File: src/hw/rx_core_settings.svh
`ifndef RX_CORE_SETTINGS_SVH
`define RX_CORE_SETTINGS_SVH

// Datapath geometry
`define NTI      4
`define NADC     8
`define NPI      9
`define CAL_LOG2 4

// Register word addresses
`define REG_CTRL       4'd0
`define REG_PI_OFFSET  4'd1
`define REG_CDR_STEP   4'd2
`define REG_EXT_OFS0   4'd3
`define REG_OFS0       4'd8
`define REG_PI_CTL     4'd12
`define REG_PRBS_TOTAL 4'd13
`define REG_PRBS_ERR   4'd14

`endif

File: src/hw/rx_core_pkg.sv
`include "rx_core_settings.svh"

package rx_core_pkg;

    // Raw ADC magnitude code
    typedef logic [`NADC-1:0] adc_mag_t;

    // Unfolded sample with the offset already removed
    typedef logic signed [`NADC+1:0] sample_t;

    // Per-slice comparator offset
    typedef logic signed [`NADC+1:0] offset_t;

    // Phase interpolator code that wraps around
    typedef logic [`NPI-1:0] pi_ctl_t;

    typedef logic [3:0] pi_step_t;

    // Bit counters
    typedef logic [31:0] count_t;

    // Wishbone word address and data
    typedef logic [3:0] wb_addr_t;
    typedef logic [31:0] wb_data_t;

endpackage

File: src/hw/adc_retimer.sv
`timescale 1ns/1ps
`include "rx_core_settings.svh"
`default_nettype none

module adc_retimer (
    input  wire logic                  clk_adc,
    input  wire logic                  reset_i,
    input  wire rx_core_pkg::adc_mag_t mag_i [`NTI],
    input  wire logic [`NTI-1:0]       sign_i,
    output rx_core_pkg::adc_mag_t      mag_o [`NTI],
    output logic [`NTI-1:0]            sign_o
);

    // All slices captured on the same edge into one parallel word
    always_ff @(posedge clk_adc) begin
        if (reset_i) begin
            sign_o <= '0;
            for (int k = 0; k < `NTI; k++) begin
                mag_o[k] <= '0;
            end
        end else begin
            sign_o <= sign_i;
            for (int k = 0; k < `NTI; k++) begin
                mag_o[k] <= mag_i[k];
            end
        end
    end

endmodule

`default_nettype wire

File: src/hw/adc_unfolder.sv
`timescale 1ns/1ps
`include "rx_core_settings.svh"
`default_nettype none

module adc_unfolder (
    input  wire logic                  clk_adc,
    input  wire logic                  reset_i,
    input  wire rx_core_pkg::adc_mag_t mag_i,
    input  wire logic                  sign_i,
    input  wire logic                  cal_en_i,
    input  wire rx_core_pkg::offset_t  ext_offset_i,
    output rx_core_pkg::sample_t       sample_o,
    output rx_core_pkg::offset_t       offset_o
);
    import rx_core_pkg::*;

    // Wide enough for a full window of raw samples
    typedef logic signed [`NADC+1+`CAL_LOG2:0] cal_sum_t;

    sample_t              raw;
    offset_t              active_ofs;
    offset_t              cal_ofs;
    cal_sum_t             cal_sum;
    cal_sum_t             sum_next;
    logic [`CAL_LOG2-1:0] cal_cnt;

    // Sign high means positive
    assign raw = sign_i ? sample_t'({2'b00, mag_i}) : -sample_t'({2'b00, mag_i});

    assign active_ofs = cal_en_i ? cal_ofs : ext_offset_i;
    assign sum_next   = cal_sum + cal_sum_t'(raw);

    // Calibrated value stays visible even when the external offset is active
    assign offset_o = cal_ofs;

    always_ff @(posedge clk_adc) begin
        sample_o <= raw - active_ofs;
    end

    // Running average over 2^CAL_LOG2 samples
    always_ff @(posedge clk_adc) begin
        if (reset_i) begin
            cal_cnt <= '0;
            cal_sum <= '0;
            cal_ofs <= '0;
        end else if (cal_en_i) begin
            cal_cnt <= cal_cnt + 1'b1;
            if (&cal_cnt) begin
                // Window end so load the mean
                cal_ofs <= offset_t'(sum_next >>> `CAL_LOG2);
                cal_sum <= '0;
            end else begin
                cal_sum <= sum_next;
            end
        end else begin
            cal_cnt <= '0;
            cal_sum <= '0;
        end
    end

endmodule

`default_nettype wire

File: src/hw/mm_cdr.sv
`timescale 1ns/1ps
`include "rx_core_settings.svh"
`default_nettype none

module mm_cdr (
    input  wire logic                  clk_adc,
    input  wire logic                  reset_i,
    input  wire logic                  cdr_en_i,
    input  wire rx_core_pkg::sample_t  sample_i [`NTI],
    input  wire logic [`NTI-1:0]       bit_i,
    input  wire rx_core_pkg::pi_step_t step_i,
    input  wire rx_core_pkg::pi_ctl_t  pi_offset_i,
    output rx_core_pkg::pi_ctl_t       pi_ctl_o
);
    import rx_core_pkg::*;

    // Sum of NTI terms of up to twice a sample each
    typedef logic signed [`NADC+2+$clog2(`NTI):0] pd_sum_t;

    sample_t         last_sample_q;
    logic            last_bit_q;
    sample_t         prev_s [`NTI];
    logic [`NTI-1:0] prev_d;
    pd_sum_t         pd_sum_d;
    pd_sum_t         pd_sum_q;
    logic            pd_pos;
    logic            pd_neg;
    pi_ctl_t         acc_q;
    pi_ctl_t         acc_d;

    // Sample times the decision, which is +1 or -1
    function automatic pd_sum_t weigh(input sample_t s, input logic d);
        return d ? pd_sum_t'(s) : -pd_sum_t'(s);
    endfunction

    // Neighbour k-1 of slice 0 is the last slice of the previous word
    assign prev_d = {bit_i[`NTI-2:0], last_bit_q};

    always_comb begin
        prev_s[0] = last_sample_q;
        for (int k = 1; k < `NTI; k++) begin
            prev_s[k] = sample_i[k-1];
        end
    end

    // Mueller-Muller term s[k]*d[k-1] - s[k-1]*d[k] summed over the word
    always_comb begin
        pd_sum_d = '0;
        for (int k = 0; k < `NTI; k++) begin
            pd_sum_d = pd_sum_d + weigh(sample_i[k], prev_d[k]) - weigh(prev_s[k], bit_i[k]);
        end
    end

    always_ff @(posedge clk_adc) begin
        last_sample_q <= sample_i[`NTI-1];
        last_bit_q    <= bit_i[`NTI-1];
    end

    assign pd_neg = pd_sum_q[$bits(pd_sum_t)-1];
    assign pd_pos = !pd_neg && (pd_sum_q != '0);

    // Bang-bang accumulator
    always_comb begin
        acc_d = acc_q;
        if (cdr_en_i) begin
            if (pd_pos) begin
                acc_d = acc_q + pi_ctl_t'(step_i);
            end else if (pd_neg) begin
                acc_d = acc_q - pi_ctl_t'(step_i);
            end
        end
    end

    always_ff @(posedge clk_adc) begin
        if (reset_i) begin
            pd_sum_q <= '0;
            acc_q    <= '0;
            pi_ctl_o <= '0;
        end else begin
            pd_sum_q <= pd_sum_d;
            acc_q    <= acc_d;
            pi_ctl_o <= acc_d + pi_offset_i;
        end
    end

endmodule

`default_nettype wire

File: src/hw/prbs_checker.sv
`timescale 1ns/1ps
`include "rx_core_settings.svh"
`default_nettype none

module prbs_checker (
    input  wire logic            clk_adc,
    input  wire logic            reset_i,
    input  wire logic            clear_i,
    input  wire logic [`NTI-1:0] bit_i,
    output rx_core_pkg::count_t  total_o,
    output rx_core_pkg::count_t  errors_o
);
    import rx_core_pkg::*;

    // Holds 0 to NTI
    typedef logic [$clog2(`NTI):0] bit_cnt_t;

    // hist[0] holds the newest received bit and hist[6] the one seven back
    logic [6:0] hist_q;
    logic [6:0] hist_d;
    logic [2:0] fill_q;
    logic [2:0] fill_d;
    bit_cnt_t   n_valid;
    bit_cnt_t   n_err;

    // Walk the word from the oldest bit in slice 0
    always_comb begin
        hist_d  = hist_q;
        fill_d  = fill_q;
        n_valid = '0;
        n_err   = '0;
        for (int k = 0; k < `NTI; k++) begin
            if (fill_d == 3'd7) begin
                n_valid = n_valid + bit_cnt_t'(1);
                // PRBS7 x^7 + x^6 + 1
                if (bit_i[k] != (hist_d[5] ^ hist_d[6])) begin
                    n_err = n_err + bit_cnt_t'(1);
                end
            end else begin
                fill_d = fill_d + 3'd1;
            end
            hist_d = {hist_d[5:0], bit_i[k]};
        end
    end

    // Received bit history for the predictor
    always_ff @(posedge clk_adc) begin
        hist_q <= hist_d;
    end

    always_ff @(posedge clk_adc) begin
        if (reset_i || clear_i) begin
            fill_q   <= '0;
            total_o  <= '0;
            errors_o <= '0;
        end else begin
            fill_q   <= fill_d;
            total_o  <= total_o + count_t'(n_valid);
            errors_o <= errors_o + count_t'(n_err);
        end
    end

endmodule

`default_nettype wire

File: src/hw/wb_regs.sv
`timescale 1ns/1ps
`include "rx_core_settings.svh"
`default_nettype none

module wb_regs (
    input  wire logic                  clk_adc,
    input  wire logic                  reset_i,
    input  wire logic                  wb_cyc_i,
    input  wire logic                  wb_stb_i,
    input  wire logic                  wb_we_i,
    input  wire rx_core_pkg::wb_addr_t wb_adr_i,
    input  wire rx_core_pkg::wb_data_t wb_dat_i,
    input  wire rx_core_pkg::offset_t  offset_i [`NTI],
    input  wire rx_core_pkg::pi_ctl_t  pi_ctl_i,
    input  wire rx_core_pkg::count_t   prbs_total_i,
    input  wire rx_core_pkg::count_t   prbs_errors_i,
    output rx_core_pkg::wb_data_t      wb_dat_o,
    output logic                       wb_ack_o,
    output logic                       cal_en_o,
    output logic                       cdr_en_o,
    output logic                       prbs_clear_o,
    output rx_core_pkg::pi_ctl_t       pi_offset_o,
    output rx_core_pkg::pi_step_t      cdr_step_o,
    output rx_core_pkg::offset_t       ext_offset_o [`NTI]
);
    import rx_core_pkg::*;

    logic     req;
    logic     wr;
    wb_data_t rd_data;

    function automatic wb_data_t sext_ofs(input offset_t o);
        return {{($bits(wb_data_t)-$bits(offset_t)){o[$bits(offset_t)-1]}}, o};
    endfunction

    // A pending ack blocks the next request so each one is acked once
    assign req = wb_cyc_i && wb_stb_i && !wb_ack_o;
    assign wr  = req && wb_we_i;

    always_comb begin
        rd_data = '0;
        case (wb_adr_i)
            `REG_CTRL:       rd_data = {30'd0, cdr_en_o, cal_en_o};
            `REG_PI_OFFSET:  rd_data = wb_data_t'(pi_offset_o);
            `REG_CDR_STEP:   rd_data = wb_data_t'(cdr_step_o);
            `REG_PI_CTL:     rd_data = wb_data_t'(pi_ctl_i);
            `REG_PRBS_TOTAL: rd_data = prbs_total_i;
            `REG_PRBS_ERR:   rd_data = prbs_errors_i;
            default:         rd_data = '0;
        endcase
        // Per-slice offset banks
        for (int k = 0; k < `NTI; k++) begin
            if (wb_adr_i == wb_addr_t'(`REG_EXT_OFS0 + k)) begin
                rd_data = sext_ofs(ext_offset_o[k]);
            end
            if (wb_adr_i == wb_addr_t'(`REG_OFS0 + k)) begin
                rd_data = sext_ofs(offset_i[k]);
            end
        end
    end

    always_ff @(posedge clk_adc) begin
        if (reset_i) begin
            wb_ack_o     <= 1'b0;
            wb_dat_o     <= '0;
            cal_en_o     <= 1'b0;
            cdr_en_o     <= 1'b0;
            prbs_clear_o <= 1'b0;
            pi_offset_o  <= '0;
            cdr_step_o   <= '0;
            for (int k = 0; k < `NTI; k++) begin
                ext_offset_o[k] <= '0;
            end
        end else begin
            wb_ack_o     <= req;
            wb_dat_o     <= (req && !wb_we_i) ? rd_data : '0;
            prbs_clear_o <= 1'b0;
            if (wr) begin
                case (wb_adr_i)
                    `REG_CTRL: begin
                        cal_en_o     <= wb_dat_i[0];
                        cdr_en_o     <= wb_dat_i[1];
                        prbs_clear_o <= wb_dat_i[2];
                    end
                    `REG_PI_OFFSET: pi_offset_o <= pi_ctl_t'(wb_dat_i);
                    `REG_CDR_STEP:  cdr_step_o <= pi_step_t'(wb_dat_i);
                    default: ;
                endcase
                for (int k = 0; k < `NTI; k++) begin
                    if (wb_adr_i == wb_addr_t'(`REG_EXT_OFS0 + k)) begin
                        ext_offset_o[k] <= offset_t'(wb_dat_i);
                    end
                end
            end
        end
    end

endmodule

`default_nettype wire

File: src/hw/rx_core.sv
`timescale 1ns/1ps
`include "rx_core_settings.svh"
`default_nettype none

module rx_core (
    input  wire logic                  clk_adc,
    input  wire logic                  reset_i,
    input  wire rx_core_pkg::adc_mag_t adc_mag_i [`NTI],
    input  wire logic [`NTI-1:0]       adc_sign_i,
    output wire logic [`NTI-1:0]       data_bits_o,
    output wire rx_core_pkg::pi_ctl_t  pi_ctl_o,
    input  wire logic                  wb_cyc_i,
    input  wire logic                  wb_stb_i,
    input  wire logic                  wb_we_i,
    input  wire rx_core_pkg::wb_addr_t wb_adr_i,
    input  wire rx_core_pkg::wb_data_t wb_dat_i,
    output wire rx_core_pkg::wb_data_t wb_dat_o,
    output wire logic                  wb_ack_o
);
    import rx_core_pkg::*;

    wire adc_mag_t        ret_mag [`NTI];
    wire logic [`NTI-1:0] ret_sign;
    wire sample_t         sample [`NTI];
    wire offset_t         cal_offset [`NTI];
    wire offset_t         ext_offset [`NTI];
    wire logic            cal_en;
    wire logic            cdr_en;
    wire logic            prbs_clear;
    wire pi_ctl_t         pi_offset;
    wire pi_step_t        cdr_step;
    wire count_t          prbs_total;
    wire count_t          prbs_errors;

    adc_retimer i_retimer (
        .clk_adc (clk_adc),
        .reset_i (reset_i),
        .mag_i   (adc_mag_i),
        .sign_i  (adc_sign_i),
        .mag_o   (ret_mag),
        .sign_o  (ret_sign)
    );

    for (genvar k = 0; k < `NTI; k++) begin : g_slice
        adc_unfolder i_unfolder (
            .clk_adc      (clk_adc),
            .reset_i      (reset_i),
            .mag_i        (ret_mag[k]),
            .sign_i       (ret_sign[k]),
            .cal_en_i     (cal_en),
            .ext_offset_i (ext_offset[k]),
            .sample_o     (sample[k]),
            .offset_o     (cal_offset[k])
        );

        // Decision is the sign of the sample
        assign data_bits_o[k] = ~sample[k][`NADC+1];
    end

    mm_cdr i_cdr (
        .clk_adc     (clk_adc),
        .reset_i     (reset_i),
        .cdr_en_i    (cdr_en),
        .sample_i    (sample),
        .bit_i       (data_bits_o),
        .step_i      (cdr_step),
        .pi_offset_i (pi_offset),
        .pi_ctl_o    (pi_ctl_o)
    );

    prbs_checker i_prbs (
        .clk_adc  (clk_adc),
        .reset_i  (reset_i),
        .clear_i  (prbs_clear),
        .bit_i    (data_bits_o),
        .total_o  (prbs_total),
        .errors_o (prbs_errors)
    );

    wb_regs i_regs (
        .clk_adc       (clk_adc),
        .reset_i       (reset_i),
        .wb_cyc_i      (wb_cyc_i),
        .wb_stb_i      (wb_stb_i),
        .wb_we_i       (wb_we_i),
        .wb_adr_i      (wb_adr_i),
        .wb_dat_i      (wb_dat_i),
        .offset_i      (cal_offset),
        .pi_ctl_i      (pi_ctl_o),
        .prbs_total_i  (prbs_total),
        .prbs_errors_i (prbs_errors),
        .wb_dat_o      (wb_dat_o),
        .wb_ack_o      (wb_ack_o),
        .cal_en_o      (cal_en),
        .cdr_en_o      (cdr_en),
        .prbs_clear_o  (prbs_clear),
        .pi_offset_o   (pi_offset),
        .cdr_step_o    (cdr_step),
        .ext_offset_o  (ext_offset)
    );

endmodule

`default_nettype wire

File: config.mk
export PLATFORM = sky130hd
export DESIGN_NAME = rx_core
export DESIGN_NICKNAME = d
export VERILOG_FILES = /design/src/hw/rx_core_pkg.sv /design/src/hw/adc_retimer.sv /design/src/hw/adc_unfolder.sv /design/src/hw/mm_cdr.sv /design/src/hw/prbs_checker.sv /design/src/hw/wb_regs.sv /design/src/hw/rx_core.sv
export VERILOG_INCLUDE_DIRS = /design/src /design/src/hw
export SDC_FILE = /design/constraint.sdc
export NUM_CORES = 1
export LEC_CHECK = 0
export ABC_CLOCK_PERIOD_IN_PS = 7300
export BUFFER_PORTS_ARGS = -buffer_cell sky130_fd_sc_hd__buf_2
export CAP_MARGIN = 20
export CORE_UTILIZATION = 62
export CTS_CLUSTER_DIAMETER = 200
export CTS_CLUSTER_SIZE = 24
export DETAILED_ROUTE_END_ITERATION = 8
export PLACE_DENSITY = 0.78
export SLEW_MARGIN = 15
export SYNTH_ARGS = -nofsm -noshare
export SYNTH_HDL_FRONTEND = slang
export SYNTH_SLANG_ARGS = --single-unit
File: constraint.sdc
create_clock -name clk_adc -period 7.3 [get_ports clk_adc]
set_input_delay 1.46 -clock clk_adc [delete_from_list [all_inputs] [get_ports clk_adc]]
set_output_delay 1.46 -clock clk_adc [all_outputs]
set_load 0.01 [all_outputs]
* Yosys cells after proc, flatten, opt, wreduce, memory -nomap -nowiden
Cells that the tools add are included.
** Cells by class
- Add/sub/neg operators :: 43
- Equal/unequal tests :: 21
- Mux-type cells :: 44
- Bitwise operators :: 12
- Reductions and logical operators :: 33
** Operator list (count)
- $mux 32 :: 8
- $pmux 32 s6 :: 1
- $mux 13 :: 8
- $mux 10 :: 8
- $neg 10->13 :: 5
- $add 32x3->32 :: 2
- $add 14x10->14 :: 4
- $sub 13x13->13 :: 4
- $mux 3 :: 14
- $neg 8->10 :: 4
- $sub 10x10->10 :: 4
- $add 13x13->13 :: 3
- $eq 4x4->1 const B :: 7
- $add 3x1->3 const B :: 9
- $mux 9 :: 3
- $reduce_and 5->1 :: 4
- $add 4x1->4 const B :: 4
- $reduce_and 4->1 :: 4
- $reduce_or 3->1 :: 5
- $reduce_and 2->1 :: 7
- $reduce_bool 13->1 :: 1
- $eq 3x3->1 const B :: 4
- $eq 4x3->1 const B :: 3
- $add 9x4->9 :: 1
- 14 further kinds :: 36
** Storage, ports and cells
- Register bits :: 393
- Input port bits :: 77
- Output and inout port bits :: 46
- Word-level logic and storage cells :: 194

* Depth between registers and ports, before layout
- Depth after elaboration :: 14
- Depth in mapped cells :: 23
- Gate-level depth less buffers :: 23

* Hierarchy
From an unflattened synthesis, not the netlist that was laid out.
** Second synthesis, totals
- Cells, all modules :: 2840
- Area total of the unflattened synthesis :: 25602.1 sq um
** By module, submodules not included
- adc_unfolder :: times used 4, cells each 280, area an instance 2531.2 sq um, sequential area each 760.7 sq um
- mm_cdr :: times used 1, cells each 666, area an instance 5771.8 sq um, sequential area each 840.8 sq um
- wb_regs :: times used 1, cells each 533, area an instance 4849.7 sq um, sequential area each 1781.7 sq um
- prbs_checker :: times used 1, cells each 442, area an instance 3846.2 sq um, sequential area each 1481.4 sq um
- adc_retimer :: times used 1, cells each 75, area an instance 994.7 sq um, sequential area each 720.7 sq um
- rx_core :: times used 1, cells each 4, area an instance 15.0 sq um, sequential area each 0.0 sq um

* Worst setup path after synthesis
OpenSTA, ideal clock, no wires.
- Kind :: flip-flop to flip-flop
- From :: register g_slice[1].i_unfolder.sample_o[0]
- To :: register i_cdr.pd_sum_q[12]
- Library setup time :: 0.116 ns
- Arrival time :: 5.045 ns
- Data required time :: 7.184 ns
- Slack :: 2.139 ns
- Stages on the path, launching flop included :: 20
- Buffers on the path :: 0
- Clock period less this slack :: 5.161 ns
- Cell sequence :: dfxtp_1 > inv_1 > ha_1 > nor3b_1 > nand2_1 > o31ai_1 > xnor2_1 > fa_1 > fa_1 > fa_1 > fa_1 > inv_1 > ha_1 > a21o_1 > a21oi_1 > o31ai_1 > a31o_2 > and3_1 > o21bai_1 > nand2_1
** Between the ends
- Cells in the longest elaborated chain, start to end :: 8
- Elaborated cells between the ends (all ways) :: 9
- Classes of those cells :: 7 x add/sub; 2 x mux
** Ends and longest elaborated chain
- from (decl) :: line adc_unfolder.sv:12 : output rx_core_pkg::sample_t sample_o,
- from (signal assigned) :: line adc_unfolder.sv:37 : sample_o <= raw - active_ofs;
- $neg 10->13 :: line mm_cdr.sv:33 : return d ? pd_sum_t'(s) : -pd_sum_t'(s);
- $mux 13 :: line mm_cdr.sv:33
- $add 13x13->13 :: line mm_cdr.sv:50 : pd_sum_d = pd_sum_d + weigh(sample_i[k], prev_d[k]) - weigh(prev_s[k], bit_i[k]);
- $sub 13x13->13 :: line mm_cdr.sv:50
- $add 13x13->13 :: line mm_cdr.sv:50
- $sub 13x13->13 (*) :: line mm_cdr.sv:50
- $add 13x13->13 (*) :: line mm_cdr.sv:50
- $sub 13x13->13 (*) :: line mm_cdr.sv:50
- to (signal assigned) :: line mm_cdr.sv:80 : pd_sum_q <= pd_sum_d;
- to (decl) :: line mm_cdr.sv:25 : pd_sum_t pd_sum_q;
Every way passes the cells marked *; elsewhere a longest branch is shown, timed or not.
A chain may end at the register's enable or synchronous reset.

* Worst setup path after layout
- From :: register g_slice[0].i_unfolder.sample_o[0]
- To :: register i_cdr.pd_sum_q[12]
** Between the ends
- Cells in the longest elaborated chain, start to end :: 9
- Elaborated cells between the ends (all ways) :: 10
- Classes of those cells :: 8 x add/sub; 2 x mux
** Ends and longest elaborated chain (line)
- from (decl) :: adc_unfolder.sv:12
- from (signal assigned) :: adc_unfolder.sv:37
- $neg 10->13 :: mm_cdr.sv:33
- $mux 13 :: mm_cdr.sv:33
- $sub 13x13->13 :: mm_cdr.sv:50
- $add 13x13->13 :: mm_cdr.sv:50
- $sub 13x13->13 (*) :: mm_cdr.sv:50
- $add 13x13->13 (*) :: mm_cdr.sv:50
- $sub 13x13->13 (*) :: mm_cdr.sv:50
- $add 13x13->13 (*) :: mm_cdr.sv:50
- $sub 13x13->13 (*) :: mm_cdr.sv:50
Marked as above.

==> summary.txt <==
Status
  • Status: completed

Logic synthesis
  • Top cells by area, synth: dfxtp_1 (34%), ha_1 (7.9%), fa_1 (7.1%)
  • Count of unique library cells instantiated by Yosys: 74
  • Syn_nets: 2,899
  • Most used flip-flop cell after synthesis: dfxtp_1
  • Post-synth ARST share: 0
  • Commonest cells in the netlist: dfxtp_1 (392), nor2_1 (311), a21oi_1 (165), nand2_1 (165), inv_1 (149)
  • Mapped Area: 23,300 um^2
  • #FFs+latches synth: 392
  • Most frequent cell after synthesis: dfxtp_1
  • Synth top area share: 0.337
  • Syn_area_per_cell: 8.98 um^2
  • Sequential share of the synthesized area: 0.337
  • Yosys warns: 0
  • Cell count after synthesis: 2,592
  • Yosys top cell by area: dfxtp_1
  • Number of flops mapped to enable cells by yosys: 0

CTS
  • CTS sink count: 392
  • Post-CTS setup buffer count: 0
  • H-tree levels: 1
  • Num CTS Buffers: 20
  • Resize count post-CTS: 0
  • Worst skew pair latency: 0.56 ns
  • Cts hold-fix bufs: 0
  • CTS tree: built
  • CTS Buffer Depth: 3
  • Root Driver: clkbuf_16
  • Clock-pin slew on the worst setup and hold paths: 0.10 ns

Critical path
  • Critical Path Fanout Max: 6
  • Critical Path AT: 6.17 ns
  • Nature of the critical path endpoint: register
  • R2R setup slack: 1.58 ns
  • Worst R2R End: i_cdr.pd_sum_q[12]
  • CP required: 7.75 ns
  • R2R depth: 20
  • Worst flop-to-flop path startpoint: g_slice[0].i_unfolder.sample_o[0]
  • Startpoint types: register
  • Critical setup path kind: register to register

STA
  • Final period util: 0.783
  • Final min period: 5.72 ns
  • Slew HR: 0.286
  • Worst Tran Pin Value: 1.07 ns
  • Fin. max-slew vios: 0
  • Final worst slack: 1.58 ns
  • Final hold violations: 0
  • Final setup vio count: 0
  • Fin Setup TNS: 0 ns
  • Unrepaired setup endpoints after global routing: no
  • Max Freq: 175 MHz
  • Clock skew: 0.0410 ns

Routing
  • Routed Antenna Nets: 0
  • Initial drt markers: 1,496
  • Via/cell ratio: 6.02
  • Avg WL per Cell: 19.1 um
  • DRT Pass-1 Iters: 5
  • Routed Wire Length: 59,200 um
  • # DRC: 0
  • Vias: 18,700

Global routing
  • Largest net degree at the start of global routing: 93
  • Grt total ovfl: 0
  • Initial antenna violation count: 3
  • Tot GR Track Use: 0.308
  • First-pass GRT wire length: 94,500 um
  • Vias in the first global route: 18,200

Die
  • Die Width: 196 um
  • Core area: 36,800 um^2
  • Vert. Die Dim: 196 um
  • Row cnt: 70
  • Initial Utilization: 0.633
  • I/O pin count: 123
  • Die Area: 38,300 um^2

Placement
  • Dpl ws: 1.63 ns
  • Dpl cells: 3,073
  • Final RePlAce weighted congestion: 0.962
  • Post-DP HPWL: 46,000 um
  • I/O Buffers: 100

Layout
  • Filler cells: 3,060
  • Nets: 2,938
  • Non-Filler Instances: 3,101
  • Sequential cell area: 7850 um^2
  • Area growth from synthesis to layout: 5.93%
  • Area of the multi-input gates: 14,500 um^2
  • Layout cell share with drive strength beyond 1: 0.0734

Hold path
  • HP Start: i_prbs.hist_q[1]
  • Worst hold path endpoint: i_prbs.hist_q[5]
  • Hold WC Path Type: register to register
  • Hold Crit Depth: 0

Job
  • Max Cap Viol: 0
-- stage by stage --
stage / hold WS, ns / instance area [um^2] / util
after floorplan: 0.310 / 23300 / -
after global placement: 0.319 / 24100 / 0.654
after detailed placement: 0.332 / 24100 / 0.654
after CTS: 0.368 / 24600 / 0.669
after global routing: 0.377 / 24600 / 0.670
final: 0.371 / 24600 / 0.670
-- kinds of logic after synthesis --
| kind of cell | Yosys count | share of synthesized area |
|---|---|---|
| AOI/OAI and AO/OA | 463 | 0.129 |
| xor gates and xnor gates | 281 | 0.106 |
| adders and majority gates | 230 | 0.150 |
| buffers and inverters | 251 | 0.0417 |
| DFF | 392 | 0.337 |
| muxes | 127 | 0.0600 |
| and+or+nand+nor | 848 | 0.175 |
-- routing by layer --
layer	wire length [um]	global-route usage	vias to the layer above	share of wire
met5	0	0	-	0
met4	1750	0.0909	0	0.030
met3	3690	0.0316	117	0.062
met2	27800	0.525	606	0.47
met1	26000	0.415	8983	0.44
li1	-	-	8960	-
-- layout by cell type, fill, tap and decap left out, drive strengths merged, types with 78 or more instances in the layout --
master and count:
xor2 146, mux2i 100, a21oi 165, dfxtp 392, ha 147, nor2b 78
nor2 314, fa 83, buf 116, xnor2 134, nand2 165, inv 151
-- critical path, stage by stage, from the launching register on --
cell and delay, ns:
dfxtp_1 0.36, inv_1 0.11, ha_1 0.19, nor3b_1 0.67, nand2_1 0.15, nand2_1 0.12
xor2_1 0.21, fa_1 0.50, fa_1 0.53, fa_1 0.55, inv_1 0.05, fa_1 0.53
inv_1 0.04, ha_1 0.33, o21a_1 0.14, o21ai_0 0.10, o31ai_1 0.48, a31oi_1 0.19
and3_1 0.19, o21ai_1 0.12, nand2_1 0.05
-- worst max-delay path by stage --
stage / startpoint / endpoint / slack (ns) / cells after the start
after floorplan: g_slice[1].i_unfolder.sample_o[0] / i_cdr.pd_sum_q[12] / 2.14 / 19
after global placement: g_slice[0].i_unfolder.sample_o[0] / i_cdr.pd_sum_q[12] / 1.74 / 20
after detailed placement: g_slice[0].i_unfolder.sample_o[0] / i_cdr.pd_sum_q[12] / 1.63 / 20
after CTS: g_slice[0].i_unfolder.sample_o[0] / i_cdr.pd_sum_q[12] / 1.60 / 20
after global routing: g_slice[0].i_unfolder.sample_o[0] / i_cdr.pd_sum_q[12] / 1.22 / 20
final: g_slice[0].i_unfolder.sample_o[0] / i_cdr.pd_sum_q[12] / 1.58 / 20
-- registers in the layout (all words and copies together) (netlist names), 7 cells and up --
name                         cells
i_regs.pi_offset_o               9
i_cdr.pd_sum_q                  13
i_cdr.last_sample_q             10
i_cdr.acc_q                      9
g_slice.i_unfolder.offset_o     40
i_prbs.errors_o                 32
g_slice.i_unfolder.cal_sum      56
i_regs.wb_dat_o                 32
i_retimer.mag_o                 32
i_cdr.pi_ctl_o                   9
i_prbs.hist_q                    7
i_prbs.total_o                  32
g_slice.i_unfolder.sample_o     40
i_regs.ext_offset_o             40
g_slice.i_unfolder.cal_cnt      16
-- cell type report --
| type | count | area share |
|---|---|---|
| multi-input combinational | 1949 | 0.587 |
| antenna | 2 | 0.000203 |
| sequential | 392 | 0.318 |
| clock buffer | 20 | 0.0203 |
| timing repair buffer | 116 | 0.0260 |
| tap | 468 | 0.0238 |
| inverter | 152 | 0.0231 |
| clock inverter | 2 | 0.00132 |
Power is left out: the tool's default activity adds up to more than one toggle a clock period on the data nets, which glitch-free logic cannot reach.
